**config.mk**
```make
export PLATFORM = sky130hd
export DESIGN_NAME = mmio_top
export DESIGN_NICKNAME = d
export VERILOG_FILES = /design/src/mmio_pkg.sv /design/src/mmio_decode.sv /design/src/mmio_fsm.sv /design/src/mmio_wait_timer.sv /design/src/spi_cfg_regs.sv /design/src/mmio_top.sv
export SDC_FILE = /design/constraint.sdc
export NUM_CORES = 1
export LEC_CHECK = 0
export BUFFER_PORTS_ARGS = -buffer_cell sky130_fd_sc_hd__clkbuf_2
export CAP_MARGIN = 20
export CORE_MARGIN = 2
export CORE_UTILIZATION = 40
export DETAILED_ROUTE_END_ITERATION = 10
export PLACE_DENSITY = 0.76
export SLEW_MARGIN = 10
export SYNTH_ARGS = -nofsm -noshare
export SYNTH_HDL_FRONTEND = slang
export SYNTH_SLANG_ARGS = --single-unit
```
**constraint.sdc**
```tcl
create_clock -name clk -period 14 [get_ports clk]
set_input_delay 0.7 -clock clk [delete_from_list [all_inputs] [get_ports clk]]
set_output_delay 0.7 -clock clk [all_outputs]
set_load 0.02 [all_outputs]
```
**src/mmio_pkg.sv**
```systemverilog
package mmio_pkg;

    typedef logic [31:0] word_t;  // data word on every bus
    typedef logic [31:0] addr_t;  // byte address from memory handler

    localparam int TIMER_W     = 5;   // wait counter width
    localparam int MEM_TIMEOUT = 16;  // wait cycles before giving up on memory

    typedef logic [TIMER_W-1:0] wait_cnt_t;
    typedef logic [7:0]         spi_cmd_t;  // display controller opcode
    typedef logic [3:0]         spi_cnt_t;  // parameter byte count

    // address map
    localparam addr_t MEM_LIMIT      = 32'd2048;    // data memory below this
    localparam addr_t SPI_CMD_ADDR   = 32'd121212;  // command + counter
    localparam addr_t SPI_PARAM_ADDR = 32'd333333;  // parameters, kicks off spi
    localparam addr_t I2C_XY_ADDR    = 32'd923923;  // touch x/y, read only

    localparam word_t ERR_WORD = 32'hDEADBEEF;  // returned when memory times out

    typedef struct packed {
        logic  read;
        logic  write;
        addr_t addr;
        word_t wdata;
    } mmio_req_t;

    typedef struct packed {
        logic  rd_stb;  // one cycle
        logic  wr_stb;  // one cycle
        addr_t addr;
        word_t wdata;
    } mem_req_t;

    typedef struct packed {
        spi_cmd_t command;
        spi_cnt_t counter;
        word_t    parameters;
    } spi_cfg_t;

    typedef enum logic [2:0] {REG_MEM, REG_SPI_CMD, REG_SPI_PARAM, REG_I2C, REG_NONE} region_t;
    typedef enum logic [1:0] {K_IDLE, K_READ, K_WRITE} kind_t;
    typedef enum logic [2:0] {IDLE, MEMWAIT, MEMREAD, MEMWRITE, BUSY} mmio_state_t;

endpackage

```
**src/mmio_decode.sv**
```systemverilog
`timescale 1ns/1ps

module mmio_decode (
    input  mmio_pkg::mmio_req_t mmio_req_i,
    output mmio_pkg::region_t   region_o,
    output mmio_pkg::kind_t     kind_o
);

    logic is_rd;
    logic is_wr;

    // exactly one of read/write makes a real request
    assign is_rd = mmio_req_i.read && !mmio_req_i.write;
    assign is_wr = mmio_req_i.write && !mmio_req_i.read;

    always_comb begin
        kind_o = mmio_pkg::K_IDLE;  // both or neither
        if (is_rd) begin
            kind_o = mmio_pkg::K_READ;
        end else if (is_wr) begin
            kind_o = mmio_pkg::K_WRITE;
        end
    end

    // register addresses win over the memory range
    always_comb begin
        region_o = mmio_pkg::REG_NONE;
        if (mmio_req_i.addr == mmio_pkg::SPI_CMD_ADDR) begin
            region_o = is_wr ? mmio_pkg::REG_SPI_CMD : mmio_pkg::REG_NONE;  // write only
        end else if (mmio_req_i.addr == mmio_pkg::SPI_PARAM_ADDR) begin
            region_o = is_wr ? mmio_pkg::REG_SPI_PARAM : mmio_pkg::REG_NONE;
        end else if (mmio_req_i.addr == mmio_pkg::I2C_XY_ADDR) begin
            region_o = is_rd ? mmio_pkg::REG_I2C : mmio_pkg::REG_NONE;  // sensor word is read only
        end else if (mmio_req_i.addr < mmio_pkg::MEM_LIMIT) begin
            region_o = mmio_pkg::REG_MEM;
        end
    end

endmodule

```
**src/mmio_fsm.sv**
```systemverilog
`timescale 1ns/1ps

module mmio_fsm (
    input  logic                clk,
    input  logic                nRst,
    input  mmio_pkg::mmio_req_t mmio_req_i,
    input  mmio_pkg::region_t   region_i,
    input  mmio_pkg::kind_t     kind_i,
    input  logic                mem_busy_i,
    input  mmio_pkg::word_t     mem_rdata_i,
    input  logic                i2c_done_i,
    input  mmio_pkg::word_t     i2c_xy_i,
    input  logic                spi_busy_i,
    input  logic                timeout_i,
    output mmio_pkg::mem_req_t  mem_o,
    output logic                timer_run_o,
    output logic                spi_load_o,
    output logic                busy_o,
    output logic                done_o,
    output mmio_pkg::word_t     rdata_o
);

    mmio_pkg::mmio_state_t state_q, next_state;

    logic            accept_mem;  // memory request taken this cycle
    logic            accept_reg;  // register type request taken this cycle
    logic            rd_stb_q, wr_stb_q;
    mmio_pkg::addr_t mem_addr_q;
    mmio_pkg::word_t mem_wdata_q;
    mmio_pkg::word_t rdata_q;

    always_comb begin
        next_state = state_q;
        accept_mem = 1'b0;
        accept_reg = 1'b0;
        case (state_q)
            mmio_pkg::IDLE: begin
                if (kind_i != mmio_pkg::K_IDLE) begin
                    case (region_i)
                        mmio_pkg::REG_MEM:       accept_mem = !mem_busy_i;
                        mmio_pkg::REG_SPI_PARAM: accept_reg = !spi_busy_i;  // wait for spi idle
                        mmio_pkg::REG_I2C:       accept_reg = i2c_done_i;   // wait for valid x/y
                        default:                 accept_reg = 1'b1;  // spi cmd, unmapped
                    endcase
                end
                if (accept_mem) begin
                    next_state = mmio_pkg::MEMWAIT;
                end else if (accept_reg) begin
                    next_state = mmio_pkg::BUSY;
                end
            end
            // strobe cycle, busy shows up next cycle
            mmio_pkg::MEMWAIT: next_state = rd_stb_q ? mmio_pkg::MEMREAD : mmio_pkg::MEMWRITE;
            mmio_pkg::MEMREAD, mmio_pkg::MEMWRITE: begin
                if (!mem_busy_i || timeout_i) begin
                    next_state = mmio_pkg::BUSY;
                end
            end
            mmio_pkg::BUSY: next_state = mmio_pkg::IDLE;  // done pulse
            default:        next_state = mmio_pkg::IDLE;
        endcase
    end

    always_ff @(posedge clk, negedge nRst) begin
        if (!nRst) begin
            state_q  <= mmio_pkg::IDLE;
            rd_stb_q <= 1'b0;
            wr_stb_q <= 1'b0;
            rdata_q  <= '0;
        end else begin
            state_q  <= next_state;
            rd_stb_q <= accept_mem && (kind_i == mmio_pkg::K_READ);   // high in MEMWAIT only
            wr_stb_q <= accept_mem && (kind_i == mmio_pkg::K_WRITE);
            if (accept_reg && region_i == mmio_pkg::REG_I2C) begin
                rdata_q <= i2c_xy_i;
            end else if (accept_reg && region_i == mmio_pkg::REG_NONE
                         && kind_i == mmio_pkg::K_READ) begin
                rdata_q <= '0;  // unmapped read
            end else if (state_q == mmio_pkg::MEMREAD && next_state == mmio_pkg::BUSY) begin
                rdata_q <= mem_busy_i ? mmio_pkg::ERR_WORD : mem_rdata_i;  // busy still high means timeout
            end
        end
    end

    // address and data for the memory, held over the access
    always_ff @(posedge clk) begin
        if (accept_mem) begin
            mem_addr_q  <= mmio_req_i.addr;
            mem_wdata_q <= mmio_req_i.wdata;
        end
    end

    assign mem_o.rd_stb = rd_stb_q;
    assign mem_o.wr_stb = wr_stb_q;
    assign mem_o.addr   = mem_addr_q;
    assign mem_o.wdata  = mem_wdata_q;

    assign timer_run_o = (state_q == mmio_pkg::MEMREAD) || (state_q == mmio_pkg::MEMWRITE);
    assign spi_load_o  = accept_reg && (region_i == mmio_pkg::REG_SPI_CMD
                                        || region_i == mmio_pkg::REG_SPI_PARAM);
    assign busy_o  = (state_q != mmio_pkg::IDLE);
    assign done_o  = (state_q == mmio_pkg::BUSY);
    assign rdata_o = rdata_q;

    a_done_single: assert property (@(posedge clk) disable iff (!nRst)
        done_o |=> !done_o)
        else $error("done_o high two cycles in a row");

    // memory must be idle whenever a new access is strobed
    a_no_stb_busy: assert property (@(posedge clk) disable iff (!nRst)
        (mem_o.rd_stb || mem_o.wr_stb) |-> !mem_busy_i)
        else $error("memory strobe while mem_busy_i high");

endmodule

```
**src/mmio_wait_timer.sv**
```systemverilog
`timescale 1ns/1ps

module mmio_wait_timer (
    input  logic clk,
    input  logic nRst,
    input  logic run_i,      // fsm sits in a memory wait state
    output logic timeout_o
);

    mmio_pkg::wait_cnt_t cnt_q;
    logic                at_limit;

    assign at_limit = (cnt_q == mmio_pkg::wait_cnt_t'(mmio_pkg::MEM_TIMEOUT));

    always_ff @(posedge clk, negedge nRst) begin
        if (!nRst) begin
            cnt_q <= '0;
        end else if (!run_i) begin
            cnt_q <= '0;  // clear between accesses
        end else if (!at_limit) begin
            cnt_q <= cnt_q + 1'b1;  // saturate at the limit
        end
    end

    // count can sit at the limit for one cycle after run drops
    assign timeout_o = run_i && at_limit;

    // a timeout only after run held for the full wait window
    a_timeout_run: assert property (@(posedge clk) disable iff (!nRst)
        $rose(timeout_o) |-> run_i && $past(run_i, mmio_pkg::MEM_TIMEOUT))
        else $error("timeout_o rose without a full wait window");

endmodule

```
**src/spi_cfg_regs.sv**
```systemverilog
`timescale 1ns/1ps

module spi_cfg_regs (
    input  logic               clk,
    input  logic               nRst,
    input  logic               load_i,    // accept edge of an spi write
    input  mmio_pkg::region_t  region_i,
    input  mmio_pkg::word_t    wdata_i,
    output mmio_pkg::spi_cfg_t spi_cfg_o,
    output logic               spi_start_o
);

    mmio_pkg::spi_cfg_t cfg_q;
    logic               start_q;

    always_ff @(posedge clk, negedge nRst) begin
        if (!nRst) begin
            cfg_q   <= '0;
            start_q <= 1'b0;
        end else begin
            start_q <= 1'b0;  // one cycle pulse
            if (load_i) begin
                case (region_i)
                    mmio_pkg::REG_SPI_CMD: begin
                        cfg_q.command <= wdata_i[7:0];
                        cfg_q.counter <= wdata_i[11:8];  // no start on command write
                    end
                    mmio_pkg::REG_SPI_PARAM: begin
                        cfg_q.parameters <= wdata_i;
                        start_q          <= 1'b1;  // lines up with done
                    end
                    default: ;  // other regions leave the fields alone
                endcase
            end
        end
    end

    assign spi_cfg_o   = cfg_q;
    assign spi_start_o = start_q;

endmodule

```
**src/mmio_top.sv**
```systemverilog
`timescale 1ns/1ps

module mmio_top (
    input  logic                clk,
    input  logic                nRst,
    // memory handler
    input  mmio_pkg::mmio_req_t mmio_req_i,
    output logic                busy_o,
    output logic                done_o,
    output mmio_pkg::word_t     rdata_o,
    // data memory
    output mmio_pkg::mem_req_t  mem_o,
    input  logic                mem_busy_i,
    input  mmio_pkg::word_t     mem_rdata_i,
    // spi display
    output mmio_pkg::spi_cfg_t  spi_cfg_o,
    output logic                spi_start_o,
    input  logic                spi_busy_i,
    // i2c touch
    input  mmio_pkg::word_t     i2c_xy_i,
    input  logic                i2c_done_i
);

    mmio_pkg::region_t region;
    mmio_pkg::kind_t   kind;
    logic              timer_run;
    logic              timeout;
    logic              spi_load;

    mmio_decode mmio_decode_inst (
        .mmio_req_i (mmio_req_i),
        .region_o   (region),
        .kind_o     (kind)
    );

    mmio_fsm mmio_fsm_inst (
        .clk         (clk),
        .nRst        (nRst),
        .mmio_req_i  (mmio_req_i),
        .region_i    (region),
        .kind_i      (kind),
        .mem_busy_i  (mem_busy_i),
        .mem_rdata_i (mem_rdata_i),
        .i2c_done_i  (i2c_done_i),
        .i2c_xy_i    (i2c_xy_i),
        .spi_busy_i  (spi_busy_i),
        .timeout_i   (timeout),
        .mem_o       (mem_o),
        .timer_run_o (timer_run),
        .spi_load_o  (spi_load),
        .busy_o      (busy_o),
        .done_o      (done_o),
        .rdata_o     (rdata_o)
    );

    mmio_wait_timer mmio_wait_timer_inst (
        .clk       (clk),
        .nRst      (nRst),
        .run_i     (timer_run),
        .timeout_o (timeout)
    );

    // spi fields come straight from the handler write data
    spi_cfg_regs spi_cfg_regs_inst (
        .clk         (clk),
        .nRst        (nRst),
        .load_i      (spi_load),
        .region_i    (region),
        .wdata_i     (mmio_req_i.wdata),
        .spi_cfg_o   (spi_cfg_o),
        .spi_start_o (spi_start_o)
    );

endmodule

```
==> impl_results.md <==
* GP Congestion at approximately 0.83
* Vias in the first global route at 4523
* Total global-route track usage at between 10% and 20%
* Fmax achieved at around 0.34 GHz
* Largest net degree at the start of global routing at 65
* Final min period at between 2 and 3 ns
* Top cells by area, synth: dfrtp_1 34%, edfxtp_1 30%, mux2_4 7.1%
* Delay-heaviest family, CP: simple AND/OR/NAND/NOR gates
* Drt wl/cell at ~16 microns
* CTS tree: built
* Post-Layout Cell Count at roughly 970
* GR Util met3 at between 7 and 8%
* Slew @ Worst Pin at 0.832 ns
* Num CTS Buffers at 17
* FILL cells at 1353
* Worst slack at placement at around 11 ns
* Worst EP required at between 10 and 15 ns
* CTS Root Cell: clkbuf_16
* Setup Crit Path Kind: primary input to register
* Congestion Overflow GR at 0
* Clock Tree Buf Depth at 2
* FF+latch area at between 0.004 and 0.005 sq mm
* GRT met2 Usage at a little under a third
* Initial Util at a little over 40%
* Worst Setup End Kind: register
* DP HPWL at between 10000 and 15000 microns
* Worst Slack Setup Final at roughly 11 ns
* Routed Antenna Nets at 0
* CP bufs+invs at 1
* P_leak at around 4.2 nW
* Hold_buf cts at 0
* Power Density at approximately 110 mW/mm^2
* Drt pass-1 iters at 4
* Register bit total from synthesis at between 150 and 200
* Worst EP arrival at around 3.2 ns
* Post-synth top flop: dfrtp_1
* CTS sink count at 151
* Slew Viols, Final at 0
* Sequential power share at between 40% and 50%
* # H-tree levels at 4
* Sequential area share after synthesis at around 64%
* Clk_skew at just over 0.01 ns
* Sw power at ~0.00023 W
* Comb power frac at 5.6%
* RSZ-0062 raised after global routing: false
* VDD IR max at 0.0895 mV
* Slew headroom at between 40 and 50%
* Final hold violation count at 0
* Initial antenna violation count at 0
* Worst skew pair latency at ~0.41 ns
* Multi-input logic area at about 0.0021 sq mm
* Fin nets at approximately 900
* Worst-path fanout max at 32
* Met1 global-route usage at 21.0%
* Yosys warnings at 0
* Starting DRT DRC Count at ~180
* Reg clk slew, reported paths at around 0.060 ns
* Port buffer count at 279
* Setup TNS at 0 ns
* Commonest non-fill, non-tap cells in the layout: 278 x clkbuf_2, 87 x dfrtp_1, 80 x nor2_1
* Worst Hold Class: primary input to async pin
* Max Cap Viol at 0
* Cell variety after synth at 46
* First-pass GRT wire length at 23300 microns
* Post-Syn Area per Cell at between 10 and 15 sq um
* Area leader, netlist: dfrtp_1
* Avg Vias per Cell at approximately 4.8
* Cell count after synthesis at 461
* Via count at 4637
* CP max-delay cell: or4_1
* Total I/O pin count at 280
* # Post-CTS Setup Buffers at 0
* Drc violations at 0
* Busiest layer in global routing: met2
* Hold WS at 0.263 ns
* Die width at roughly 130 microns
* Critical Path, Cell by Cell: clkbuf_2, nor4_2, nand4_1, or4_1, a21bo_4, nand3_4, mux2_1
* Mapped Nets at 602
* Die ar. at about 0.017 sq mm
* Critical path startpoint category: primary input
* Post_cts resized at 0
* Fraction of registers with async set/reset at between 50% and 60%
* Final setup viols at 0
* Rows at 46
* Chip height at 130 microns
* Fin crit share at approximately a fifth
* Final core occ at between 50% and 60%
* Area grow syn2layout at 34.3%
* Crit-path max cell delay at between 0.5 and 0.6 ns
* Post-Syn Area at approximately 0.0064 sq mm
* Layout cells sized above 1 at about 53%
* Core ar. at between 0.015 and 0.02 sq mm
* DRT Wirelength at between 15000 and 20000 microns
* Outcome: completed
* Placed Instances at 940
* Clock share of power at roughly 47%
* Switching share of power at between 20 and 25%
* Commonest non-fill, non-tap cell in the layout: clkbuf_2
* EDFF count, synth at 64
* Yosys top cell area share at around a third
* P_int at ~0.00075 W
* Antenna diodes at 0
[power by group through the flow]
stage               clock (W)  sequential (W)  combinational [W]
floorplan                   0        0.000479          0.0000154
global placement            0        0.000476          0.0000555
detailed placement          0        0.000476          0.0000561
CTS                  0.000467        0.000467          0.0000564
global route         0.000485        0.000467          0.0000613
finish               0.000457        0.000467          0.0000551
[area by class of cell]
| class | instances | share of cell area, % |
|---|---|---|
| Sequential cell | 151 | 48.0 |
| Multi-Input combinational cell | 280 | 24.6 |
| Timing Repair Buffer | 286 | 17.0 |
| Clock buffer | 19 | 5.43 |
| Tap cell | 216 | 3.16 |
| Clock inverter | 13 | 1.57 |
| Inverter | 7 | 0.307 |
[metal layers]
metal  share of wire, %  vias up  wire [microns]
li1                   -     2214               -
met1                 40     2179            6260
met2                 49      227            7580
met3                9.3       17            1440
met4                1.6        0             253
met5                  0        -               0
[path summary, 6_finish.rpt]
kind | from | to | slack (ns) | cells past startpoint
worst min-delay path | nRst | mmio_fsm_inst.rdata_o[3] | 0.26 | 1
max in group asynchronous | nRst | mmio_fsm_inst.rd_stb_q | 12.71 | 2
worst min register to register | spi_cfg_regs_inst.spi_cfg_o[34] | spi_cfg_regs_inst.spi_cfg_o[34] | 0.48 | 1
worst max register to register | mmio_fsm_inst.state_q[2] | mmio_fsm_inst.rdata_o[5] | 11.32 | 8
min in group clk | mmio_req_i[18] | mmio_fsm_inst.mem_wdata_q[18] | 0.48 | 1
worst max-delay path | mmio_req_i[57] | spi_cfg_regs_inst.spi_cfg_o[0] | 11.05 | 7
[synth_stat cells (8+ instances only)]
master,n
dfrtp_1,87
mux2_4,30
buf_6,9
nor2_1,80
nand2_1,15
nor3_1,10
a21oi_2,10
a21oi_1,25
clkbuf_1,8
mux2_1,12
nor3_2,25
edfxtp_1,64
[flip-flops by register name (all words and copies together) (netlist names)]
signal	cells
mmio_fsm_inst.mem_addr_q	32
mmio_fsm_inst.mem_wdata_q	32
mmio_fsm_inst.rd_stb_q	1
mmio_fsm_inst.rdata_o	32
mmio_fsm_inst.state_q	3
mmio_fsm_inst.wr_stb_q	1
mmio_wait_timer_inst.cnt_q	5
spi_cfg_regs_inst.spi_cfg_o	44
spi_cfg_regs_inst.spi_start_o	1
[cells by family (layout without fill, tap and decap cells)]
| family | after synthesis | count (layout) | share of synthesized area, % |
|---|---|---|---|
| adders and majority gates | 6 | 6 | 1.18 |
| and+or+nand+nor | 175 | 175 | 15.9 |
| xor gates and xnor gates | 4 | 4 | 0.551 |
| buffers and inverters | 30 | 325 | 3.03 |
| muxes | 45 | 45 | 9.71 |
| AOI/OAI and AO/OA | 50 | 50 | 5.17 |
| DFF | 151 | 151 | 64.4 |
[stage by stage]
stage,cell area [sq um],power [W]
3_3_place_gp,7950,0.000532
2_1_floorplan,6360,0.000494
4_1_cts,8550,0.000991
6_report,8550,0.000979
3_5_place_dp,7950,0.000532
5_1_grt,8550,0.00101
(Power assumes the default switching activity.)
